File: config.mk
export PLATFORM = sky130hd
export DESIGN_NAME = cache_data_store
export DESIGN_NICKNAME = d
export VERILOG_FILES = /design/src/source/bus_pkg.sv /design/src/source/cache_pkg.sv /design/src/source/cache_data_store.sv
export VERILOG_INCLUDE_DIRS = /design/src /design/src/include
export SDC_FILE = /design/constraint.sdc
export NUM_CORES = 2
export LEC_CHECK = 0
export BUFFER_PORTS_ARGS = -buffer_cell sky130_fd_sc_hd__buf_2
export CORE_UTILIZATION = 30
export CTS_BUF_LIST = sky130_fd_sc_hd__clkbuf_16
export DETAILED_ROUTE_END_ITERATION = 10
export GPL_TIMING_DRIVEN = 0
export SLEW_MARGIN = 15
export SYNTH_ARGS = -nofsm -noshare
export SYNTH_HDL_FRONTEND = slang
export SYNTH_SLANG_ARGS = --single-unit
File: constraint.sdc
create_clock -name clk -period 7.3 [get_ports clk]
set_input_delay 0.73 -clock clk [delete_from_list [all_inputs] [get_ports clk]]
set_output_delay 0.73 -clock clk [all_outputs]
set_load 0.01 [all_outputs]
File: src/include/cache_consts.svh
`ifndef CACHE_CONSTS_SVH
`define CACHE_CONSTS_SVH

// front-end word address, in words
`define ADDR_W 10

`define DATA_W 32
`define NBYTES (`DATA_W / 8)

// 16 lines of 4 words
`define INDEX_W 4
`define OFFSET_W 2
`define TAG_W (`ADDR_W - `INDEX_W - `OFFSET_W)

// backend covers the whole front-end space
`define RAM_DEPTH 1024

`endif

File: src/source/bus_pkg.sv
`default_nettype none

`include "cache_consts.svh"

package bus_pkg;

   // word address, shared by front-end and backend
   typedef logic [`ADDR_W-1:0] word_addr_t;

   typedef logic [`DATA_W-1:0] data_t;

   // all zero means read
   typedef logic [`NBYTES-1:0] strobe_t;

endpackage

`default_nettype wire

File: src/source/cache_pkg.sv
`default_nettype none

`include "cache_consts.svh"

package cache_pkg;

   typedef logic [`TAG_W-1:0]    tag_t;
   typedef logic [`INDEX_W-1:0]  index_t;
   typedef logic [`OFFSET_W-1:0] offset_t;

   typedef enum logic [2:0] {
      st_idle,
      st_lookup,
      st_refill_req,
      st_refill_wait,
      st_write_req,
      st_write_wait,
      st_respond
   } ctrl_state_t;

endpackage

`default_nettype wire

File: src/source/cache_data_store.sv
`timescale 1ns/1ps
`default_nettype none

`include "cache_consts.svh"

module cache_data_store
   import bus_pkg::*;
   import cache_pkg::*;
(
   input  wire     clk,
   input  index_t  index,
   input  offset_t offset,
   input  wire     fill_we,
   input  wire     hit_we,
   input  data_t   wdata,
   input  strobe_t wstrb,
   output data_t   rdata
);

   localparam int NWORDS = 2 ** (`INDEX_W + `OFFSET_W);

   data_t mem [NWORDS];

   always_ff @(posedge clk) begin
      if (fill_we) begin
         mem[{index, offset}] <= wdata;
      end else if (hit_we) begin
         // merge only the strobed bytes
         for (int b = 0; b < `NBYTES; b++) begin
            if (wstrb[b]) begin
               mem[{index, offset}][b*8 +: 8] <= wdata[b*8 +: 8];
            end
         end
      end
   end

   assign rdata = mem[{index, offset}];

endmodule

`default_nettype wire

==> flow_summary.ini <==
[status]
outcome = finished with violations
violations = capacitance limit

[min_path]
hold_path_class = in2reg
min_from = wdata[3]
hold_path_depth = 1
hold_path_end = mem[47][3]$_DFFE_PP_

[yosys]
synth.most_common_cell = edfxtp_1
syn-num-nets = 4670
synthDominantAreaCellType = edfxtp_1
yosys_most_used_dff = edfxtp_1
seq_area_frac_synth_pct = 78.4
synth-edff-count = 2048
yosys.area_share.simple_pct = 3.61
synth.distinct_cells = 56
synth_top_area_share_pct = 78.4
ys_warn_count = 0
synth_top_family_by_area = compound AO/OA/AOI/OAI gates
netlist_top_cells_count = 2,048 x edfxtp_1, 406 x a22oi_1, 357 x nor2_1
synth.mux.area_fraction_pct = 3.76
syn_inst = 4625
synth-compound-area-share_pct = 12.1
synth_area_um2 = 78400
synth_fa_ha_area_share_pct = 0
synth-seq-cells = 2048
async_reset_ff_share_pct = 0
yosys-top-cells-area = edfxtp_1 78%, a22oi_1 3.9%, a221oi_1 3.0%, mux2i_1 2.9%, o22ai_1 1.9%
synthXorXnorAreaFrac_pct = 0
synth_area_per_cell_um2 = 17.0

[final_layout]
nNetsFinal = 5018
design_area_um2 = 91400
finalNonFillerCells = 8622
reg_top3 = mem: 2048 flops
area_delta_synth_final_pct = 16.6
drive_gt1_share_pct = 14.2
top_register = mem
fin_util_pct = 35.2
largest_reg_flops = 2048

[worst_setup_path]
cp_top_family = buffers and inverters
crit_path_max_fanout = 10
end_kind = output pin
slowest_delay_ns = 0.99
crit_path_top_delay_cell = buf_1
path_buf_inv = 5
crit_chain = buf_2 -> nand2b_1 -> buf_2 -> buf_2 -> buf_1 -> o22ai_1 -> o21ai_0 -> o2111ai_1 -> or4_1 -> buf_2
crit_required_ns = 6.57
start_kind = primary input
crit_type = in2out
cp_common_cell = buf_2
worstPathArrival_ns = 5.90

[clock_tree]
tritoncts = yes
numCtsBuffers = 206
hold_buffers = 0
post_cts_buffers = 0
cts_num_sinks = 2048
clkSlewWorstSetupHoldPaths_ns = 0.06
root_buffer = clkbuf_16
cts_buffer_depth = 3
post_cts_resized = 0
ctsHtreeMaxLevel = 4

[routing]
wirelength_mm = 346
drtPass1Iterations = 8
wl_per_cell_um = 40.1
first_iter_violations = 9488
vias = 51700
drt-vias-per-instance = 5.99
drc = 0
ant_nets = 0

[timing]
tightestPinTransition_ns = 1.49
relSlewSlack_pct = 0.544
finalSetupTns_ns = 0
grt_setup_unrepaired = no
maxSlewViolCount = 0
period_share_pct = 90.8
fmax_mhz = 151
fin_crit_ns = 6.63
setup_violations = 0
finalHoldViolCount = 0

[power_and_ir_drop]
power.density_nw_per_um2 = 281
power.share.clock_pct = 41.5
p_sw_mw = 6.34
p_leak_nw = 28.8
power_frac_comb_pct = 7.6
power_mw = 25.7
p_int_mw = 19.3
irDropWorstVdd_mv = 0.212
switching_share_pct = 24.7
pwr-share-seq_pct = 50.9

[global_route]
grtUsageTotal_pct = 25.5
grt_pass1_wl_mm = 445
antenna_found_initial = 59
grt_pass1_vias = 47600
grt_max_degree = 65
overflow = 0

[place]
port_buffers = 76
gp_congestion = 1.08
placed_area_um2 = 84500
dp_cells = 8167
dpl.hpwl_mm = 253

[die]
rows = 187
ios = 77
fp.dieH_um = 513
die_area_um2 = 263000
start_util_pct = 30.2
design.core.area_um2 = 260000
die_x_um = 513

[flow_run]
maxCapViolations = 2
power groups by stage:
stage / registers (mW) / logic, mW / clock network (mW)
3_3_place_gp: 13.3 / 1.76 / 0
6_report: 13.1 / 1.94 / 10.7
2_1_floorplan: 13.3 / 0.682 / 0
4_1_cts: 13.1 / 1.85 / 10.6
5_1_grt: 13.1 / 1.91 / 11.0
3_5_place_dp: 13.3 / 1.85 / 0
worst max-delay path by stage:
stage               cells after the start       from        end
finish                                 10  offset[0]  rdata[19]
CTS                                    10  offset[0]  rdata[15]
global placement                       11   index[0]   rdata[9]
floorplan                               9  offset[1]  rdata[11]
detailed placement                     10  offset[0]  rdata[15]
global route                           10  offset[0]  rdata[21]
placed cells by master, fill, tap and decap left out, drive strengths merged, types with 20 or more instances in the layout:
master  synthesis  final
a22o           37     37
nor2          360    360
edfxtp       2048   2048
a21oi          96     96
a22oi         407    407
inv             2     59
a221oi        280    280
mux2i         224    224
mux2           35     35
bufinv          0     20
nor3           29     29
or3            45     45
nand2         137    137
clkbuf        175    383
buf           189    328
diode           0     77
o22a           25     25
a221o          28     28
o21ai         105    105
clkinv          0     86
o22ai         232    232
layer usage:
metal,vias up,global-route usage (%),share of wire (%)
met1,26700,31.8,36
met2,4143,37.9,43
met5,-,0,0.062
li1,19900,-,-
met3,910,8.53,13
met4,32,16.5,7.3
cells by family after synthesis:
group                  after synthesis
and+or+nand+nor                    654
AOI/OAI and AO/OA                 1284
muxes                              273
buffers and inverters              366
DFF                               2048
stage by stage:
| step | hold WS, ns | setup slack [ns] |
|---|---|---|
| 6_report | 0.232 | 0.670 |
| 5_1_grt | 0.212 | 0.818 |
| 4_1_cts | 0.187 | 1.03 |
| 3_5_place_dp | 1.14 | 1.03 |
| 3_3_place_gp | 1.58 | 0.591 |
| 2_1_floorplan | 0.829 | 4.03 |
final cells by class:
cell class	count	area, um2
flip-flops and latches	2048	61500
plain buffers	364	1710
clock inverters	171	1560
multi-input cells	2211	15500
clock buffers	207	5180
fillers	24500	168000
well taps	3402	4260
inverters	2	7.51
diodes	77	193
repair buffers	140	1540
Note: power is estimated with default switching activity, not from simulation.
