### src/include/cache_consts.svh
`ifndef CACHE_CONSTS_SVH
`define CACHE_CONSTS_SVH

// front-end word address, in words
`define ADDR_W 10

`define DATA_W 32
`define NBYTES (`DATA_W / 8)

// 16 lines of 4 words
`define INDEX_W 4
`define OFFSET_W 2
`define TAG_W (`ADDR_W - `INDEX_W - `OFFSET_W)

// backend covers the whole front-end space
`define RAM_DEPTH 1024

`endif

### src/source/cache_pkg.sv
`default_nettype none

`include "cache_consts.svh"

package cache_pkg;

   typedef logic [`TAG_W-1:0]    tag_t;
   typedef logic [`INDEX_W-1:0]  index_t;
   typedef logic [`OFFSET_W-1:0] offset_t;

   typedef enum logic [2:0] {
      st_idle,
      st_lookup,
      st_refill_req,
      st_refill_wait,
      st_write_req,
      st_write_wait,
      st_respond
   } ctrl_state_t;

endpackage

`default_nettype wire

### src/source/cache_tag_store.sv
`timescale 1ns/1ps
`default_nettype none

`include "cache_consts.svh"

module cache_tag_store
   import cache_pkg::*;
(
   input  wire    clk,
   input  wire    rst_n,
   input  index_t index,
   input  tag_t   tag,
   input  wire    tag_we,
   input  wire    invalidate,
   output logic   hit
);

   localparam int NLINES = 2 ** `INDEX_W;

   logic [NLINES-1:0] valid;
   tag_t              tags [NLINES];

   always_ff @(posedge clk or negedge rst_n) begin
      if (!rst_n) begin
         valid <= '0;
      end else if (invalidate) begin
         valid <= '0;
      end else if (tag_we) begin
         valid[index] <= 1'b1;
      end
   end

   always_ff @(posedge clk) begin
      if (tag_we) begin
         tags[index] <= tag;
      end
   end

   assign hit = valid[index] && (tags[index] == tag);

endmodule

`default_nettype wire

### config.mk
export PLATFORM = sky130hd
export DESIGN_NAME = cache_tag_store
export DESIGN_NICKNAME = d
export VERILOG_FILES = /design/src/source/cache_pkg.sv /design/src/source/cache_tag_store.sv
export VERILOG_INCLUDE_DIRS = /design/src /design/src/include
export SDC_FILE = /design/constraint.sdc
export NUM_CORES = 1
export LEC_CHECK = 0
export BUFFER_PORTS_ARGS = -buffer_cell sky130_fd_sc_hd__buf_2
export CAP_MARGIN = 20
export CELL_PAD_IN_SITES_DETAIL_PLACEMENT = 1
export CELL_PAD_IN_SITES_GLOBAL_PLACEMENT = 1
export CORE_AREA = 5 5 119 110
export CTS_CLUSTER_DIAMETER = 60
export DETAILED_ROUTE_END_ITERATION = 12
export DIE_AREA = 0 0 124 115
export PLACE_DENSITY = 0.46
export REMOVE_ABC_BUFFERS = 1
export SLEW_MARGIN = 20
export SYNTH_ARGS = -nofsm -noshare
export SYNTH_HDL_FRONTEND = slang
export SYNTH_SLANG_ARGS = --single-unit
### constraint.sdc
create_clock -name clk -period 2.5 [get_ports clk]
set_clock_uncertainty 0.15 [all_clocks]
set_input_delay 0.25 -clock clk [delete_from_list [all_inputs] [get_ports clk]]
set_output_delay 0.25 -clock clk [all_outputs]
set_load 0.005 [all_outputs]
==> flow_metrics.py, run 1 <==
metrics = {
    "timing": {
        "timing.final.ws_setup_ns": -0.1405,
        "hold_viol_final": 0,
        "finalSetupViolCount": 1,
        "fin_crit_sh_pct": 105.6,
        "finalMaxSlewViolations": 0,
        "worstMarginPinSlew_ns": 0.4276,
        "fmax_ghz": 0.3787,
        "max-slew-margin-rel_pct": 71.49,
        "finalCriticalPeriod_ns": 2.640,
        "timing.hold.ws_ns": 0.1411,
        "rsz0062_at_grt": "yes",
        "fin_setup_tns_ns": -0.1405,
    },
    "routing": {
        "drtIter0Drc": 109,
        "viasPerCell": 4.492,
        "ant_nets": 0,
        "drtPass1Iterations": 4,
        "routed_wl_um": 7855,
        "num_vias": 1788,
        "drc": 0,
        "wl_per_cell_um": 19.74,
    },
    "worst_setup_path": {
        "path_cells": "mux4_2 > mux4_2 > xnor2_2 > nand2_1 > nor4_2 > buf_2",
        "cp_max_fo": 1,
        "cp-endpoint": "hit",
        "cp.depth": 6,
        "reg2reg_from": "valid[9]",
        "arrival_ns": 2.24,
        "rrSetupSlack_ns": 1.67,
        "critPathCaptureType": "primary output",
        "worst_ep_required_time_ns": 2.10,
        "path_class": "reg -> out",
        "critPathBufInv": 1,
        "cpMaxStageDelayCell": "mux4_2",
        "reg2regPathDepth": 2,
        "critPathTopFamily": "multiplexers",
        "r2r-end": "valid[9]",
        "startpoint": "tags[11][3]",
        "critPathLaunchType": "flip-flop",
        "slowest_delay_ns": 0.49,
        "crit_top_cell": "mux4_2",
    },
    "finish": {
        "fillerInstances": 1212,
        "ff_latch_area_mm2": 0.002322,
        "area_growth_pct": 22.19,
        "multi_input_area_um2": 934.6,
        "drive_gt1_share_pct": 33.19,
        "final_area_mm2": 0.004058,
        "diodes": 0,
        "fin_nets": 245,
    },
    "die": {
        "start_util_pct": 28.28,
        "num_rows": 38,
        "ios": 13,
        "die_area_mm2": 0.01426,
        "die_width_um": 124,
        "core_mm2": 0.01174,
        "dieHeight_um": 115,
    },
    "job": {
        "cap_viol_max_count": 0,
    },
    "power_and_ir_drop": {
        "irDropWorstVdd_mv": 0.3020,
        "power.leakage_uw": 0.001455,
        "finalPower_uw": 3067,
        "powerDensity_mw_per_mm2": 755.7,
    },
    "cts": {
        "htreeDepth": 3,
        "post_cts_buffers": 0,
        "cts_tree": "done",
        "insertion_delay_ns": 0.33,
        "numCtsBuffers": 9,
        "root_buffer": "clkbuf_16",
        "cts.sinks": 80,
        "clkTransAtPathRegs_ns": 0.06,
        "cts_buffer_depth": 2,
    },
    "global_routing": {
        "grt_pass1_wl_um": 12360,
        "gr-total-overflow": 0,
        "grt.total_usage_pct": 12.20,
        "grt_max_degree": 23,
        "antenna_found_initial": 0,
        "grt_pass1_vias": 2012,
    },
    "placement": {
        "port_buffers": 12,
        "post_dp_cell_area_mm2": 0.003741,
        "dp_slack_ns": -0.2626,
        "gp_congestion": 0.7328,
        "hpwl_um": 5433,
    },
    "synth": {
        "ys_warn_count": 0,
        "syn_area_mm2": 0.003321,
        "syn_avg_cell_area_um2": 17.21,
        "synth-seq-cells": 80,
        "postSynthCellCount": 193,
        "synthTopCellsByArea": "edfxtp_1 (58%), dfrtp_1 (12%), mux4_2 (8.8%)",
        "synth.distinct_cells": 30,
        "ys_seq_area_share_pct": 69.93,
        "synth_top_area_share_pct": 57.87,
        "synth_top_area_cell": "edfxtp_1",
    },
    "hold_path": {
        "hp-class": "in -> reg",
    },
    "run_status": {
        "violations": "setup timing",
        "status": "finished, violations left",
    },
}
-- worst register-to-register path, delay by kind of cell, from the launching register on --
kind          cells  cell delay, ns
simple gates      2            0.16
flops             1            0.40
-- timing repair --
item | CTS | global route
endpoints found under the setup margin | 1 | 1
resized for setup | 7 | 4
endpoints found under the hold margin | 16 | 0
hold buffers | 1 | 0
-- cell families (layout without fill, tap and decap cells) --
kind of cell / count (synthesis) / in the layout / synth area share (%)
flip-flops: 80 / 80 / 69.93
AND/OR/NAND/NOR: 68 / 68 / 9.684
multiplexers: 28 / 28 / 17.29
buffers and inverters: 10 / 55 / 1.432
AO/OA/AOI/OAI: 4 / 4 / 0.8667
XOR/XNOR: 3 / 3 / 0.7914
-- metal layers --
metal | track usage [%] | routed length [µm] | share of wire [%] | vias to the layer above
li1 | - | - | - | 821
met1 | 17.33 | 3923 | 50 | 932
met2 | 18.31 | 3567 | 45 | 28
met3 | 3.935 | 302 | 3.8 | 7
met4 | 2.847 | 61 | 0.78 | 0
met5 | 0 | 0 | 0 | -
-- worst min-delay path by stage --
stage	from	to	slack, ns	cells past startpoint
2_1_floorplan	rst_n	valid[0]	-0.20	0
3_3_place_gp	rst_n	valid[7]	0.05	1
3_5_place_dp	rst_n	valid[7]	0.06	1
4_1_cts	invalidate	valid[4]	0.14	2
5_1_grt	invalidate	valid[15]	0.16	2
6_report	invalidate	valid[2]	0.14	2
-- where the power goes --
group / switching (µW) / leakage (µW) / total, µW / internal (µW)
logic: 107 / 0.000498 / 191 / 84.1
registers: 8.12 / 0.000800 / 1480 / 1470
clock network: 525 / 0.000157 / 1400 / 876
-- synthesized netlist by cell type --
cell / n
xor2_1: 2
nor2_1: 46
mux4_1: 8
nor4b_1: 1
clkbuf_1: 3
nor4bb_1: 1
nand3b_1: 3
nand3_1: 1
dfrtp_1: 16
buf_2: 2
nor4_2: 1
a22oi_1: 1
mux2_2: 1
buf_6: 1
a2bb2oi_1: 1
o21ai_0: 1
and4b_1: 1
nor3_1: 4
nand4_1: 1
buf_1: 4
mux2i_1: 6
nand4b_1: 1
nand2b_1: 2
nand2_1: 3
edfxtp_1: 64
xnor2_1: 1
nor2b_1: 2
a211oi_1: 1
or3b_2: 1
mux4_2: 13
-- per-stage QoR --
stage               instances  util, %
finish                    398    34.55
global route              398    34.55
CTS                       398    34.50
detailed placement        381    31.86
global placement          381    31.86
floorplan                 183        -
-- layout make-up --
cell class,count,share of cell area [%]
clock buffers,9,5.550
multi-input cells,103,23.03
clock inverters,7,2.344
flip-flops and latches,80,57.23
repair buffers,39,6.907
well taps,160,4.934
-- placed cells by master (no fill, tap or decap), drive strengths merged --
master	instances
edfxtp	64
nor2	46
buf	38
mux4	21
dfrtp	16
clkbuf	9
mux2i	6
nor3	4
clkinv	4
nand3b	3
nand2	3
nand2b	2
xor2	2
nor2b	2
bufinv	2
nand3	1
or3b	1
nand4	1
o21ai	1
mux2	1
a2bb2oi	1
a22oi	1
a211oi	1
nand4b	1
nor4b	1
and4b	1
nor4bb	1
xnor2	1
nor4	1
inv	1
dlygate4sd3	1
-- sequential cells by signal, indices dropped and copies added, names as in the netlist --
register,flops
tags,64
valid,16
Power figures use the tool's default switching activity.
==> inputs of run 2 (changes only) <==
==> constraint.sdc (replaced) <==
create_clock -name clk -period 2.9 [get_ports clk]
set_clock_uncertainty 0.15 [all_clocks]
set_input_delay 0.29 -clock clk [delete_from_list [all_inputs] [get_ports clk]]
set_output_delay 0.29 -clock clk [all_outputs]
set_load 0.005 [all_outputs]
==> run 2 against run 1 <==
  * The run now ends clean
  * Hold slack better by 0.032 ns
  * Power shrank 17%
  * Sequential share of layout area grew 1.7 points
  * Die area unchanged
  * Largest power group unchanged
  * First-iteration DRC count is 31% lower
  * Clock-buffer cell count up 3
  * Combinational power shrank 19%
  * Via count fell by 1.7%
  * Critical path depth down 1
  * Sequential cell count stayed put
==> flow_metrics.py, run 2 (synthesis results as in run 1) <==
metrics = {
    "timing": {
        "hold_viol_final": 0,
        "worstMarginPinSlew_ns": 0.6357,
        "finalMaxSlewViolations": 0,
        "fmax_ghz": 0.3642,
        "finalSetupViolCount": 0,
        "timing.hold.ws_ns": 0.1728,
        "max-slew-margin-rel_pct": 57.46,
        "finalCriticalPeriod_ns": 2.746,
        "rsz0062_at_grt": "no",
        "fin_crit_sh_pct": 94.68,
    },
    "global_routing": {
        "grt.total_usage_pct": 11.97,
        "gr-total-overflow": 0,
        "grt_pass1_wl_um": 11940,
        "antenna_found_initial": 0,
        "grt_max_degree": 23,
        "grt_pass1_vias": 1940,
    },
    "cts": {
        "cts_buffer_depth": 2,
        "clkTransAtPathRegs_ns": 0.06,
        "cts.sinks": 80,
        "post_cts_buffers": 0,
        "cts_tree": "done",
        "htreeDepth": 3,
        "root_buffer": "clkbuf_16",
        "numCtsBuffers": 9,
        "insertion_delay_ns": 0.33,
    },
    "worst_setup_path": {
        "path_class": "reg -> out",
        "cp_max_fo": 1,
        "rrSetupSlack_ns": 2.08,
        "critPathCaptureType": "primary output",
        "reg2regPathDepth": 2,
        "arrival_ns": 2.31,
        "r2r-end": "valid[10]",
        "reg2reg_from": "valid[10]",
        "startpoint": "tags[12][2]",
        "worst_ep_required_time_ns": 2.46,
        "critPathLaunchType": "flip-flop",
        "cp-endpoint": "hit",
    },
    "routing": {
        "num_vias": 1757,
        "ant_nets": 0,
        "wl_per_cell_um": 19.60,
        "wl_met2_um": 3444,
        "viasPerCell": 4.576,
        "routed_wl_um": 7525,
        "met1_length_um": 3763,
        "drtIter0Drc": 75,
        "drc": 0,
        "dr_wl_met3_um": 230,
        "highest_layer": "met4",
        "drtPass1Iterations": 4,
    },
    "power_and_ir_drop": {
        "irDropWorstVdd_mv": 0.2297,
        "powerDensity_mw_per_mm2": 642.5,
        "power.leakage_uw": 0.001387,
    },
    "placement": {
        "dp.cells": 367,
        "port_buffers": 12,
        "post_dp_cell_area_mm2": 0.003623,
        "gp_congestion": 0.7090,
        "hpwl_um": 5183,
    },
    "finish": {
        "area_growth_pct": 18.58,
        "layout_commonest_cell": "edfxtp_1",
        "finalNonFillerCells": 384,
        "final_area_mm2": 0.003938,
        "layout_common_cells": "edfxtp_1 (64), nor2_1 (46), dfrtp_1 (16)",
        "diodes": 0,
        "drive_gt1_share_pct": 23.66,
        "fin_nets": 231,
        "reg.largest.list": "tags (64), valid (16)",
        "largest_reg_flops": 64,
        "fin_util_pct": 33.53,
        "regMostFlops": "tags",
    },
    "run_status": {
        "status": "finished, final reports clean",
    },
    "hold_path": {
        "hp-class": "in -> reg",
        "min_path_cells": 2,
    },
    "die": {
        "ios": 13,
        "core_mm2": 0.01174,
        "num_rows": 38,
        "die_width_um": 124,
        "dieHeight_um": 115,
        "start_util_pct": 28.28,
        "die_area_mm2": 0.01426,
    },
    "job": {
        "cap_viol_max_count": 0,
    },
}
[run 2: changes by cell type in the layout (fill, tap and decap cells not counted), sizes merged]
cell,change
buf,-14
clkbuf,+3
clkinv,-2
bufinv,-1
clkinvlp,+1
inv,-1
[run 2: metrics by stage]
| step | power (µW) | worst slack, ns | TNS (ns) |
|---|---|---|---|
| after floorplan | 1364 | 0.7977 | 0 |
| after global placement | 1448 | -0.03982 | -0.03982 |
| after detailed placement | 1450 | -0.05964 | -0.05964 |
| after CTS | 2571 | 0.08456 | 0 |
| after global routing | 2638 | 0.009560 | 0 |
| final | 2530 | 0.1542 | 0 |
[run 2: worst min-delay path by stage]
stage / end / slack (ns) / startpoint
floorplan: valid[0] / -0.16 / rst_n
global placement: valid[15] / 0.08 / rst_n
detailed placement: valid[15] / 0.08 / rst_n
CTS: valid[6] / 0.17 / invalidate
global route: valid[10] / 0.19 / invalidate
finish: valid[6] / 0.17 / invalidate
[run 2: timing repair]
item / in CTS / in global routing
setup endpoints to repair: 1 / 1
pin swaps: 0 / 0
hold buffers: 1 / 0
hold endpoints to repair: 16 / 0
gates resized for setup: 1 / 1
[run 2: cell type report]
class / instances / area (µm²)
fill: 1213 / 7806
clock buffer: 12 / 246.5
tap: 160 / 200.2
clock inverter: 4 / 46.29
sequential: 80 / 2322
timing repair buffer: 25 / 162.7
multi-input combinational: 103 / 959.7
[run 2: layer usage]
| layer | up-vias | global-route usage (%) |
|---|---|---|
| met5 | - | 0 |
| met4 | 0 | 3.796 |
| met3 | 6 | 4.181 |
| met2 | 29 | 17.44 |
| met1 | 916 | 16.82 |
| li1 | 806 | - |
[run 2: worst max-delay path: stages (launching register included)]
cell	delay, ns
edfxtp_1	0.37
mux4_1	0.55
mux4_2	0.49
xor2_1	0.18
nor4_4	0.23
buf_2	0.16
[run 2: power breakdown]
group / switching, µW / internal [µW]
sequential: 6.54 / 1270
combinational: 90.4 / 63.3
clock: 419 / 686
total: 516 / 2010
