$ cat config.mk
export PLATFORM = sky130hd
export DESIGN_NAME = cache_ctrl
export DESIGN_NICKNAME = d
export VERILOG_FILES = /design/src/source/bus_pkg.sv /design/src/source/cache_pkg.sv /design/src/source/cache_ctrl.sv
export VERILOG_INCLUDE_DIRS = /design/src /design/src/include
export SDC_FILE = /design/constraint.sdc
export NUM_CORES = 1
export LEC_CHECK = 0
export BUFFER_PORTS_ARGS = -buffer_cell sky130_fd_sc_hd__buf_4
export CAP_MARGIN = 20
export CORE_MARGIN = 5
export CORE_UTILIZATION = 30
export CTS_CLUSTER_DIAMETER = 100
export DETAILED_ROUTE_END_ITERATION = 6
export HOLD_SLACK_MARGIN = 0.15
export PLACE_DENSITY = 0.73
export SLEW_MARGIN = 20
export SYNTH_ARGS = -nofsm -noshare
export SYNTH_HDL_FRONTEND = slang
export SYNTH_SLANG_ARGS = --single-unit
$ cat constraint.sdc
create_clock -name clk -period 6.1 [get_ports clk]
set_input_delay 0.305 -clock clk [delete_from_list [all_inputs] [get_ports clk]]
set_output_delay 0.305 -clock clk [all_outputs]
set_load 0.02 [all_outputs]
$ cat src/include/cache_consts.svh
`ifndef CACHE_CONSTS_SVH
`define CACHE_CONSTS_SVH

// front-end word address, in words
`define ADDR_W 10

`define DATA_W 32
`define NBYTES (`DATA_W / 8)

// 16 lines of 4 words
`define INDEX_W 4
`define OFFSET_W 2
`define TAG_W (`ADDR_W - `INDEX_W - `OFFSET_W)

// backend covers the whole front-end space
`define RAM_DEPTH 1024

`endif

$ cat src/source/bus_pkg.sv
`default_nettype none

`include "cache_consts.svh"

package bus_pkg;

   // word address, shared by front-end and backend
   typedef logic [`ADDR_W-1:0] word_addr_t;

   typedef logic [`DATA_W-1:0] data_t;

   // all zero means read
   typedef logic [`NBYTES-1:0] strobe_t;

endpackage

`default_nettype wire

$ cat src/source/cache_pkg.sv
`default_nettype none

`include "cache_consts.svh"

package cache_pkg;

   typedef logic [`TAG_W-1:0]    tag_t;
   typedef logic [`INDEX_W-1:0]  index_t;
   typedef logic [`OFFSET_W-1:0] offset_t;

   typedef enum logic [2:0] {
      st_idle,
      st_lookup,
      st_refill_req,
      st_refill_wait,
      st_write_req,
      st_write_wait,
      st_respond
   } ctrl_state_t;

endpackage

`default_nettype wire

$ cat src/source/cache_ctrl.sv
`timescale 1ns/1ps
`default_nettype none

`include "cache_consts.svh"

module cache_ctrl
   import bus_pkg::*;
   import cache_pkg::*;
(
   input  wire        clk,
   input  wire        rst_n,
   input  wire        req,
   input  word_addr_t addr,
   input  data_t      wdata,
   input  strobe_t    wstrb,
   output logic       ack,
   output data_t      rdata,
   input  wire        hit,
   output tag_t       lookup_tag,
   output index_t     lookup_index,
   output offset_t    data_offset,
   input  data_t      line_rdata,
   input  offset_t    fill_offset,
   input  wire        fill_last,
   output logic       fill_start,
   output logic       fill_we,
   output logic       fill_tag_we,
   output logic       hit_we,
   output logic       be_req,
   output word_addr_t be_addr,
   output data_t      be_wdata,
   output strobe_t    be_wstrb,
   input  wire        be_ack,
   input  data_t      be_rdata
);

   ctrl_state_t state;
   ctrl_state_t state_nxt;

   word_addr_t addr_q;
   data_t      wdata_q;
   strobe_t    wstrb_q;
   logic       is_write;
   logic       refilling;

   assign is_write  = |wstrb_q;
   assign refilling = (state == st_refill_req) || (state == st_refill_wait);

   // request captured once, held until respond
   always_ff @(posedge clk) begin
      if (state == st_idle && req) begin
         addr_q  <= addr;
         wdata_q <= wdata;
         wstrb_q <= wstrb;
      end
   end

   always_ff @(posedge clk or negedge rst_n) begin
      if (!rst_n) begin
         state <= st_idle;
      end else begin
         state <= state_nxt;
      end
   end

   always_comb begin
      state_nxt = state;
      case (state)
         st_idle:        if (req) state_nxt = st_lookup;
         st_lookup: begin
            if (is_write) begin
               state_nxt = st_write_req;
            end else if (hit) begin
               state_nxt = st_respond;
            end else begin
               state_nxt = st_refill_req;
            end
         end
         st_refill_req:  state_nxt = st_refill_wait;
         st_refill_wait: begin
            if (be_ack) state_nxt = fill_last ? st_respond : st_refill_req;
         end
         st_write_req:   state_nxt = st_write_wait;
         st_write_wait:  if (be_ack) state_nxt = st_respond;
         default:        state_nxt = st_idle;
      endcase
   end

   assign lookup_tag   = addr_q[`ADDR_W-1 -: `TAG_W];
   assign lookup_index = addr_q[`OFFSET_W +: `INDEX_W];

   // refill words land at the counter offset, everything else at the request offset
   assign data_offset = (state == st_refill_wait) ? fill_offset : addr_q[`OFFSET_W-1:0];

   assign fill_start  = (state == st_lookup) && !is_write && !hit;
   assign hit_we      = (state == st_lookup) && is_write && hit;
   assign fill_we     = (state == st_refill_wait) && be_ack;
   assign fill_tag_we = fill_we && fill_last;

   assign be_req   = (state == st_refill_req) || (state == st_write_req);
   assign be_addr  = refilling ? {lookup_tag, lookup_index, fill_offset} : addr_q;
   // be_wdata also feeds the data store, so it carries the refill word while be_req is low
   assign be_wdata = (state == st_refill_wait) ? be_rdata : wdata_q;
   assign be_wstrb = wstrb_q;

   assign ack   = (state == st_respond);
   assign rdata = line_rdata;

endmodule

`default_nettype wire

==> results.py, run 1 <==
metrics = {
    "sta": {
        "report.final.slew_viol_count": 0,
        "fin_crit_ns": 2.276,
        "finalSetupViolCount": 0,
        "rsz0062_at_grt": "false",
        "tightest_slew_ns": 0.6061,
        "final_hold_viol_count": 0,
        "fin_skew_ns": 0.01180,
        "fmax_mhz": 439.5,
        "period_share_pct": 37.30,
        "final.setup.worst_slack_ns": 3.824,
        "tns_ns": 0,
        "slew_headroom_pct": 59.59,
    },
    "route": {
        "postRouteAntennaNets": 0,
        "drc": 0,
        "firstDrtPassIters": 4,
        "num_vias": 1597,
        "vias_per_cell": 4.247,
        "drt_iter0_drc": 35,
        "detail_route.wl_per_cell_um": 16.03,
        "wirelength_um": 6028,
    },
    "run": {
        "drv_cap": 0,
    },
    "global_route": {
        "overflow": 0,
        "grt_pass1_vias": 1806,
        "antenna_found_initial": 0,
        "grt_usage_pct": 11.22,
        "grt_first_pass_wirelength_um": 8804,
        "grt_max_degree": 38,
    },
    "pwr": {
        "finalPower_uw": 987.6,
        "vdd_drop_max_mv": 0.1732,
        "leakagePower_nw": 1.582,
        "power_density_nw_per_um2": 283.1,
    },
    "final_layout": {
        "layout-drive-gt1-share_pct": 71.59,
        "area_growth_pct": 38.98,
        "register_area_um2": 1456,
        "final_nets": 388,
        "nFillCells": 803,
        "diodes": 0,
        "multi_input_area_um2": 649.4,
        "stdcell_area_um2": 3488,
    },
    "clock_network": {
        "clk_path_buf_depth": 2,
        "cts_setup_buffers": 0,
        "numCtsBuffers": 5,
        "root_buffer": "clkbuf_8",
        "clock_sinks": 49,
        "clk_latency_ns": 0.30,
        "cts_tree": "built",
        "path_clk_slew_ns": 0.09,
        "h-tree-depth": 2,
    },
    "die": {
        "die_area_um2": 10300,
        "coreArea_um2": 8175,
        "die_h_um": 101.5,
        "io_pins": 212,
        "initial_utilization_pct": 30.70,
        "die_w_um": 101.5,
        "rows": 33,
    },
    "yosys": {
        "synth-seq-area-share_pct": 58.03,
        "synthFlopType": "edfxtp_1",
        "postSynthCellCount": 164,
        "yosys_warnings": 0,
        "avgSynthCellArea_um2": 15.30,
        "ys_async_sr_fraction_pct": 6.122,
        "synth_largest_area_cell": "edfxtp_1",
        "synth_top_area_share_pct": 55.03,
        "ys_types": 22,
        "synth_area_leaders": "edfxtp_1, mux2_4, buf_4",
        "netlist_area_um2": 2510,
        "synth_edf_count": 46,
        "postSynthNetCount": 282,
        "yosysMostFrequentCell": "buf_4",
        "yosys-top-cells-count": "buf_4, edfxtp_1, mux2_4",
        "synth-seq-cells": 49,
    },
    "setup_path": {
        "slowest_delay_ns": 0.50,
        "critPathKind": "flip-flop to output pin",
        "path_cells": "nand3b_1, buf_4, mux2_2, buf_4",
        "arrival_ns": 1.97,
        "path_max_fanout": 37,
        "crit_path_frequent_cell": "buf_4",
        "worstReg2RegStart": "state[2]",
        "required_ns": 5.79,
        "crit_slowest_cell": "buf_4",
        "cp-end-kind": "output pin",
        "worst_setup_path_start_kind": "flip-flop",
        "critPathLaunch": "state[2]",
    },
    "hold_path": {
        "hp-class": "input pin to flip-flop",
        "hp-start": "addr[8]",
    },
    "placement": {
        "post-place-ws_ns": 4.126,
        "dp_hpwl_um": 5019,
        "place.gp.congestion": 0.7035,
        "io_buffers": 147,
        "placed_area_um2": 3367,
    },
    "outcome": {
        "status": "complete, no violations",
    },
}
==> metrics by stage <==
stage          utilization, %  hold slack (ns)  std cells
6_report                42.67           0.1780        376
5_1_grt                 42.67           0.1521        376
4_1_cts                 42.67           0.1595        376
3_5_place_dp            41.18          0.09858        367
3_3_place_gp            41.18          0.09578        367
2_1_floorplan               -         0.009409        164
==> power breakdown <==
| group | total, mW | switching, mW | internal (mW) |
|---|---|---|---|
| sequential | 0.437 | 0.0260 | 0.411 |
| clock | 0.226 | 0.103 | 0.123 |
| combinational | 0.325 | 0.156 | 0.168 |
| total | 0.988 | 0.285 | 0.703 |
==> final cells by class <==
cell class                 count  share of cell area [%]
clock inverter                 2                   1.112
timing repair buffer         151                   32.57
tap                          105                   3.766
clock buffer                   6                   2.080
sequential                    49                   41.75
multi-input combinational     62                   18.62
inverter                       1                  0.1076
==> routing by layer <==
| layer | GRT usage (%) | part of all wire (%) | up-vias |
|---|---|---|---|
| met5 | 0 | 0 | - |
| met4 | 4.908 | 2.4 | 0 |
| met3 | 4.339 | 10 | 19 |
| met2 | 21.78 | 57 | 88 |
| met1 | 10.16 | 30 | 742 |
| li1 | - | - | 748 |
==> timing repair <==
| item | 4_1_cts | 5_1_grt |
|---|---|---|
| hold buffers | 1 | 0 |
| endpoints found under the hold margin | 3 | 0 |
| gates resized for setup | 0 | 0 |
==> placed cells by master, fill, tap and decap left out <==
master / synthesis / routed
o21a_1: 1 / 1
nand3b_1: 1 / 1
mux2_4: 27 / 27
o21ai_0: 1 / 1
nor4_1: 1 / 1
a21oi_1: 2 / 2
nor3b_1: 1 / 1
clkbuf_8: 0 / 5
dfrtp_1: 3 / 3
nor3_2: 0 / 1
or4_1: 1 / 1
nor3_1: 2 / 1
or2b_1: 1 / 1
dlygate4sd3_1: 0 / 1
nand2b_1: 2 / 2
mux2_2: 9 / 9
inv_1: 1 / 1
nand2_1: 6 / 6
nor2_1: 4 / 4
clkbuf_1: 0 / 1
edfxtp_1: 46 / 46
and3_1: 1 / 1
clkinv_4: 0 / 1
buf_4: 48 / 150
nor2b_1: 1 / 1
bufinv_16: 0 / 1
o22ai_1: 1 / 1
==> sequential cells by signal (all words and copies together) (netlist names) <==
signal	flops
addr_q	10
wdata_q	32
state	3
be_wstrb	4
==> cell families after synthesis <==
logic type	count (synthesis)	share of synthesized area [%]
flops	49	58.03
buf+inv	53	16.30
mux	36	20.19
compound gates	5	1.147
simple gates	21	4.338
==> worst max-delay path, delay by kind of cell, from the launching register on <==
kind          cells  cell delay [ns]
flops             1             0.46
buf+inv           2             0.66
simple gates      1             0.13
mux               1             0.41
==> worst paths after layout <==
| kind | end | slack (ns) | depth (start not counted) |
|---|---|---|---|
| min in group asynchronous | state[1] | 0.32 | 2 |
| worst min register to register | state[1] | 0.60 | 1 |
| worst max-delay path | be_wdata[1] | 3.82 | 4 |
| worst min-delay path | addr_q[8] | 0.18 | 1 |
| worst max register to register | state[2] | 4.63 | 4 |
| max in group asynchronous | state[0] | 5.69 | 2 |
No activity file was read; power rests on OpenSTA's default activity.
==> inputs of run 2 (changes only) <==
--- a/config.mk
+++ b/config.mk
@@ -13,7 +13,7 @@
 export CTS_CLUSTER_DIAMETER = 100
 export DETAILED_ROUTE_END_ITERATION = 6
 export HOLD_SLACK_MARGIN = 0.15
-export PLACE_DENSITY = 0.73
+export PLACE_DENSITY = 0.76
 export SLEW_MARGIN = 20
 export SYNTH_ARGS = -nofsm -noshare
 export SYNTH_HDL_FRONTEND = slang
==> constraint.sdc (replaced) <==
create_clock -name clk -period 1.99 [get_ports clk]
set_input_delay 0.0995 -clock clk [delete_from_list [all_inputs] [get_ports clk]]
set_output_delay 0.0995 -clock clk [all_outputs]
set_load 0.02 [all_outputs]
==> run 2 against run 1 <==
  * Register-to-register slack worse by 4.1 ns
  * Worst hold slack about the same
  * Clock skew down 0.0030 ns
  * Clock-buffer cell count down 1
  * Cell area up 15%
  * First-iteration DRC count up 8.6%
  * Final cell count up 13%
  * Non-clock buffer count up 50
  * Sequential cell count unchanged
  * Clock power rose to 2.5 times the previous value
  * Total power rose to 3.1 times the previous value
==> results.py, run 2 (synthesis gave the netlist of run 1 again) <==
metrics = {
    "outcome": {
        "status": "complete, no violations",
    },
    "setup_path": {
        "cp-end-kind": "output pin",
        "arrival_ns": 1.79,
        "required_ns": 1.89,
        "reg2reg_depth": 3,
        "worst_setup_path_start_kind": "flip-flop",
        "path_max_fanout": 13,
        "critPathKind": "flip-flop to output pin",
    },
    "final_layout": {
        "multi_input_area_um2": 663.1,
        "register_area_um2": 1456,
        "nFillCells": 699,
        "largest_reg_flops": 32,
        "final_common_cell": "buf_4",
        "final_nets": 438,
        "layout_common_cells": "buf_4, dlygate4sd3_1, edfxtp_1, mux2_4, mux2_2",
        "layout-drive-gt1-share_pct": 61.37,
        "largest-register": "wdata_q",
        "final_cell_count_no_fill": 426,
        "diodes": 0,
        "area_growth_pct": 59.37,
    },
    "sta": {
        "tightest_slew_ns": 0.4258,
        "slew_headroom_pct": 71.35,
        "period_share_pct": 94.82,
        "fin_crit_ns": 1.887,
        "whs_ns": 0.1781,
        "fin_skew_ns": 0.008842,
        "report.final.slew_viol_count": 0,
        "finalSetupViolCount": 0,
        "final_hold_viol_count": 0,
        "fmax_mhz": 530.0,
        "rsz0062_at_grt": "false",
    },
    "die": {
        "die_area_um2": 10300,
        "rows": 33,
        "coreArea_um2": 8175,
        "io_pins": 212,
        "initial_utilization_pct": 30.70,
        "die_h_um": 101.5,
        "die_w_um": 101.5,
    },
    "global_route": {
        "grt_usage_pct": 13.11,
        "grt_pass1_vias": 2081,
        "grt_max_degree": 41,
        "overflow": 0,
        "grt_first_pass_wirelength_um": 10310,
        "antenna_found_initial": 0,
    },
    "placement": {
        "io_buffers": 147,
        "place.gp.congestion": 0.7330,
        "dp_hpwl_um": 5340,
        "dpl.cell_count": 368,
    },
    "run": {
        "drv_cap": 0,
    },
    "route": {
        "num_vias": 1832,
        "drt_iter0_drc": 38,
        "detail_route.wl_per_cell_um": 16.25,
        "postRouteAntennaNets": 0,
        "firstDrtPassIters": 6,
        "wirelength_um": 6921,
        "vias_per_cell": 4.300,
        "drc": 0,
    },
    "clock_network": {
        "path_clk_slew_ns": 0.09,
        "cts_resized": 0,
        "clk_path_buf_depth": 2,
        "h-tree-depth": 2,
        "cts_tree": "built",
        "clk_latency_ns": 0.29,
        "clock_sinks": 49,
        "cts_setup_buffers": 0,
        "root_buffer": "clkbuf_8",
        "numCtsBuffers": 5,
    },
    "pwr": {
        "power_density_nw_per_um2": 761.8,
        "leakagePower_nw": 1.796,
        "vdd_drop_max_mv": 0.3810,
    },
    "hold_path": {
        "holdPathStages": 4,
        "hp-class": "input pin to flip-flop",
    },
}
-- run 2: cell types whose count changed in the layout (fill, tap and decap cells not counted), sizes merged --
cell and delta:
clkbuf -1, dlygate4sd3 +49, bufinv -1, clkinv +1
clkinvlp +1, buf +1
-- run 2: cell type report --
class / instances / area share (%)
multi-input cells: 62 / 16.58
inverters: 1 / 0.09384
clock buffers: 5 / 1.720
clock inverters: 3 / 0.4379
flip-flops and latches: 49 / 36.41
well taps: 105 / 3.284
repair buffers: 201 / 41.48
-- run 2: worst paths after layout --
path,to,slack (ns),start
hold / removal,state[2],0.18,fill_last
setup / recovery,be_wdata[3],0.10,state[2]
hold reg to reg,state[1],0.61,state[2]
setup reg to reg,wdata_q[2],0.56,state[0]
max in group asynchronous,state[1],1.16,rst_n
min in group asynchronous,state[0],0.68,rst_n
-- run 2: timing repair --
action	CTS	global route
setup endpoints to repair	0	0
hold endpoints to repair	51	0
hold buffers	50	0
-- run 2: metal layers --
metal | up-vias | part of all wire [%] | GRT usage, %
met4 | 0 | 1.2 | 3.681
met1 | 852 | 29 | 11.53
li1 | 849 | - | -
met3 | 18 | 11 | 4.063
met2 | 113 | 59 | 27.57
met5 | - | 0 | 0
-- run 2: worst max-delay path, stage by stage (launching register included) --
cell	delay (ns)
dfrtp_1	0.48
nand3b_1	0.21
buf_4	0.28
mux2_2	0.37
buf_4	0.16
-- run 2: stage by stage --
| stage | TNS [ns] | area [um^2] | setup slack [ns] | util [%] | power [mW] |
|---|---|---|---|---|---|
| 6_report | 0 | 4000 | 0.1031 | 48.93 | 3.047 |
| 5_1_grt | 0 | 4000 | 0.003784 | 48.93 | 3.193 |
| 4_1_cts | 0 | 4000 | 0.07383 | 48.93 | 3.076 |
| 3_5_place_dp | 0 | 3413 | 0.4214 | 41.75 | 2.423 |
| 3_3_place_gp | 0 | 3413 | 0.4737 | 41.75 | 2.393 |
| 2_1_floorplan | -5.250 | 2529 | -0.1141 | - | 2.081 |
-- run 2: power by group --
group	internal [mW]	total (mW)	switching [mW]	leakage, nW
logic	0.605	1.12	0.516	1.30
registers	1.26	1.35	0.0909	0.451
clock network	0.243	0.575	0.332	0.0439
==> inputs of run 3 (changes only) <==
--- a/config.mk
+++ b/config.mk
@@ -10,10 +10,10 @@
 export CAP_MARGIN = 20
 export CORE_MARGIN = 5
 export CORE_UTILIZATION = 30
-export CTS_CLUSTER_DIAMETER = 100
 export DETAILED_ROUTE_END_ITERATION = 6
 export HOLD_SLACK_MARGIN = 0.15
 export PLACE_DENSITY = 0.76
+export SETUP_SLACK_MARGIN = 0.3
 export SLEW_MARGIN = 20
 export SYNTH_ARGS = -nofsm -noshare
 export SYNTH_HDL_FRONTEND = slang
==> run 3 against run 2 <==
  * Setup slack improved by 0.12 ns
  * Worst hold slack improved by 0.020 ns
  * Combinational power increased by 24%
  * Non-clock buffer count increased by 12
  * Global-route usage increased by 0.68 points
  * Sequential share of layout area decreased by 2.1 points
  * Largest cell class unchanged
  * Utilization increased by 3.1 points
  * First-iteration DRC count decreased by 2.6%
  * Die area unchanged
  * Highest routed layer unchanged
  * Largest power group is now combinational cells
==> results.py, run 3 (synthesis gave the netlist of run 1 again) <==
metrics = {
    "outcome": {
        "status": "complete, no violations",
    },
    "pwr": {
        "sequentialPowerShare_pct": 40.0,
        "power_density_nw_per_um2": 772.7,
        "p_int_mw": 2.273,
        "leakagePower_nw": 1.913,
        "p_switching_mw": 1.014,
        "pwr-share-clk_pct": 17.7,
        "vdd_drop_max_mv": 0.4270,
        "sw_frac_of_total_pct": 30.85,
        "p_comb_share_pct": 42.3,
    },
    "global_route": {
        "grt_usage_pct": 13.79,
        "grt_max_degree": 41,
        "grt_first_pass_wirelength_um": 10760,
        "overflow": 0,
        "grt_pass1_vias": 2180,
        "antenna_found_initial": 0,
    },
    "die": {
        "io_pins": 212,
        "die_h_um": 101.5,
        "coreArea_um2": 8175,
        "die_w_um": 101.5,
        "initial_utilization_pct": 30.70,
        "die_area_um2": 10300,
        "rows": 33,
    },
    "placement": {
        "place.gp.congestion": 0.7330,
        "placed_area_um2": 3413,
        "dp_hpwl_um": 5340,
        "io_buffers": 147,
        "dpl.cell_count": 368,
        "post-place-ws_ns": 0.4214,
    },
    "sta": {
        "slew_headroom_pct": 76.25,
        "tightest_slew_ns": 0.3534,
        "final_hold_viol_count": 0,
        "report.final.slew_viol_count": 0,
        "rsz0062_at_grt": "true",
        "fin_crit_ns": 1.771,
        "period_share_pct": 88.98,
        "finalSetupViolCount": 0,
        "fin_skew_ns": 0.01028,
        "fmax_mhz": 564.8,
        "final.setup.worst_slack_ns": 0.2194,
    },
    "clock_network": {
        "root_buffer": "clkbuf_8",
        "clock_sinks": 49,
        "cts_tree": "built",
        "numCtsBuffers": 5,
        "clk_latency_ns": 0.30,
        "h-tree-depth": 2,
        "clk_path_buf_depth": 2,
        "path_clk_slew_ns": 0.10,
    },
    "setup_path": {
        "reg2reg_depth": 5,
        "worst_setup_path_start_kind": "flip-flop",
        "arrival_ns": 1.67,
        "required_ns": 1.89,
        "cp-end-kind": "output pin",
        "critPathKind": "flip-flop to output pin",
        "path_max_fanout": 5,
    },
    "final_layout": {
        "layout-drive-gt1-share_pct": 66.07,
        "final_nets": 450,
        "final_cell_count_no_fill": 438,
        "diodes": 0,
        "area_growth_pct": 69.49,
        "nFillCells": 687,
        "layout_common_cells": "buf_4, dlygate4sd3_1, edfxtp_1, mux2_4, buf_6",
        "stdcell_area_um2": 4254,
        "largest_reg_flops": 32,
        "largest-register": "wdata_q",
        "final_common_cell": "buf_4",
    },
    "run": {
        "drv_cap": 0,
    },
    "hold_path": {
        "hp-class": "input pin to flip-flop",
        "holdPathStages": 4,
    },
    "route": {
        "detail_route.wl_per_cell_um": 17.16,
        "drc": 0,
        "wirelength_um": 7514,
        "firstDrtPassIters": 6,
        "vias_per_cell": 4.352,
        "postRouteAntennaNets": 0,
        "drt_iter0_drc": 37,
        "num_vias": 1906,
    },
}
## run 3: cell count changes in the layout (fill, tap and decap cells not counted), moves of 2 or more
cell     delta
dfrtp_2     +3
nor2_1      -2
dfrtp_1     -3
buf_6      +17
buf_4       -8
## run 3: path summary, 6_finish.rpt
kind | startpoint | to | slack (ns)
setup / recovery | state[2] | be_addr[0] | 0.22
hold / removal | req | state[0] | 0.20
setup reg to reg | state[2] | wdata_q[2] | 0.37
hold reg to reg | state[1] | state[2] | 0.69
max in group asynchronous | rst_n | state[1] | 1.11
min in group asynchronous | rst_n | state[0] | 0.71
## run 3: final cells by class
class                      count  area (um^2)  area share, %
clock buffer                   5        68.82          1.618
inverter                       1        3.754        0.08824
multi-input combinational     62        709.4          16.68
tap                          105        131.4          3.088
sequential                    49         1460          34.32
timing repair buffer         213         1863          43.79
clock inverter                 3        17.52         0.4118
## run 3: metal layers
layer | vias to the layer above | wire, um | share of wire, % | GRT usage (%)
li1 | 872 | - | - | -
met1 | 897 | 2123 | 28 | 11.83
met2 | 115 | 4491 | 60 | 29.18
met3 | 22 | 773 | 10 | 4.339
met4 | 0 | 125 | 1.7 | 4.090
met5 | - | 0 | 0 | 0
## run 3: repair_timing
item | CTS | global route
endpoints found under the hold margin | 51 | 0
setup endpoints to repair | 37 | 40
cloned | 1 | 1
buffers inserted | 6 | 4
gates resized for setup | 13 | 22
hold buffers | 50 | 0
pin swaps | 1 | 2
## run 3: power groups by stage
stage          Clock [mW]  Combinational (mW)  Sequential [mW]
2_1_floorplan           0               0.721             1.36
3_3_place_gp            0                1.03             1.36
3_5_place_dp            0                1.05             1.37
4_1_cts             0.593                1.28             1.31
5_1_grt             0.633                1.47             1.33
6_report            0.581                1.39             1.32
## run 3: per-stage QoR
stage	hold WS (ns)	TNS [ns]	utilization (%)	power, mW
finish	0.1982	0	52.04	3.287
global route	0.1971	0	52.04	3.434
CTS	0.1598	0	50.31	3.183
detailed placement	-0.1063	0	41.75	2.423
global placement	-0.1102	0	41.75	2.393
floorplan	-0.1961	-5.250	-	2.081
## run 3: worst max-delay path, stage by stage, from the launching register on
cell and delay, ns:
dfrtp_2 0.42, buf_4 0.13, buf_6 0.12, or2b_4 0.27
mux2_4 0.31, buf_6 0.13
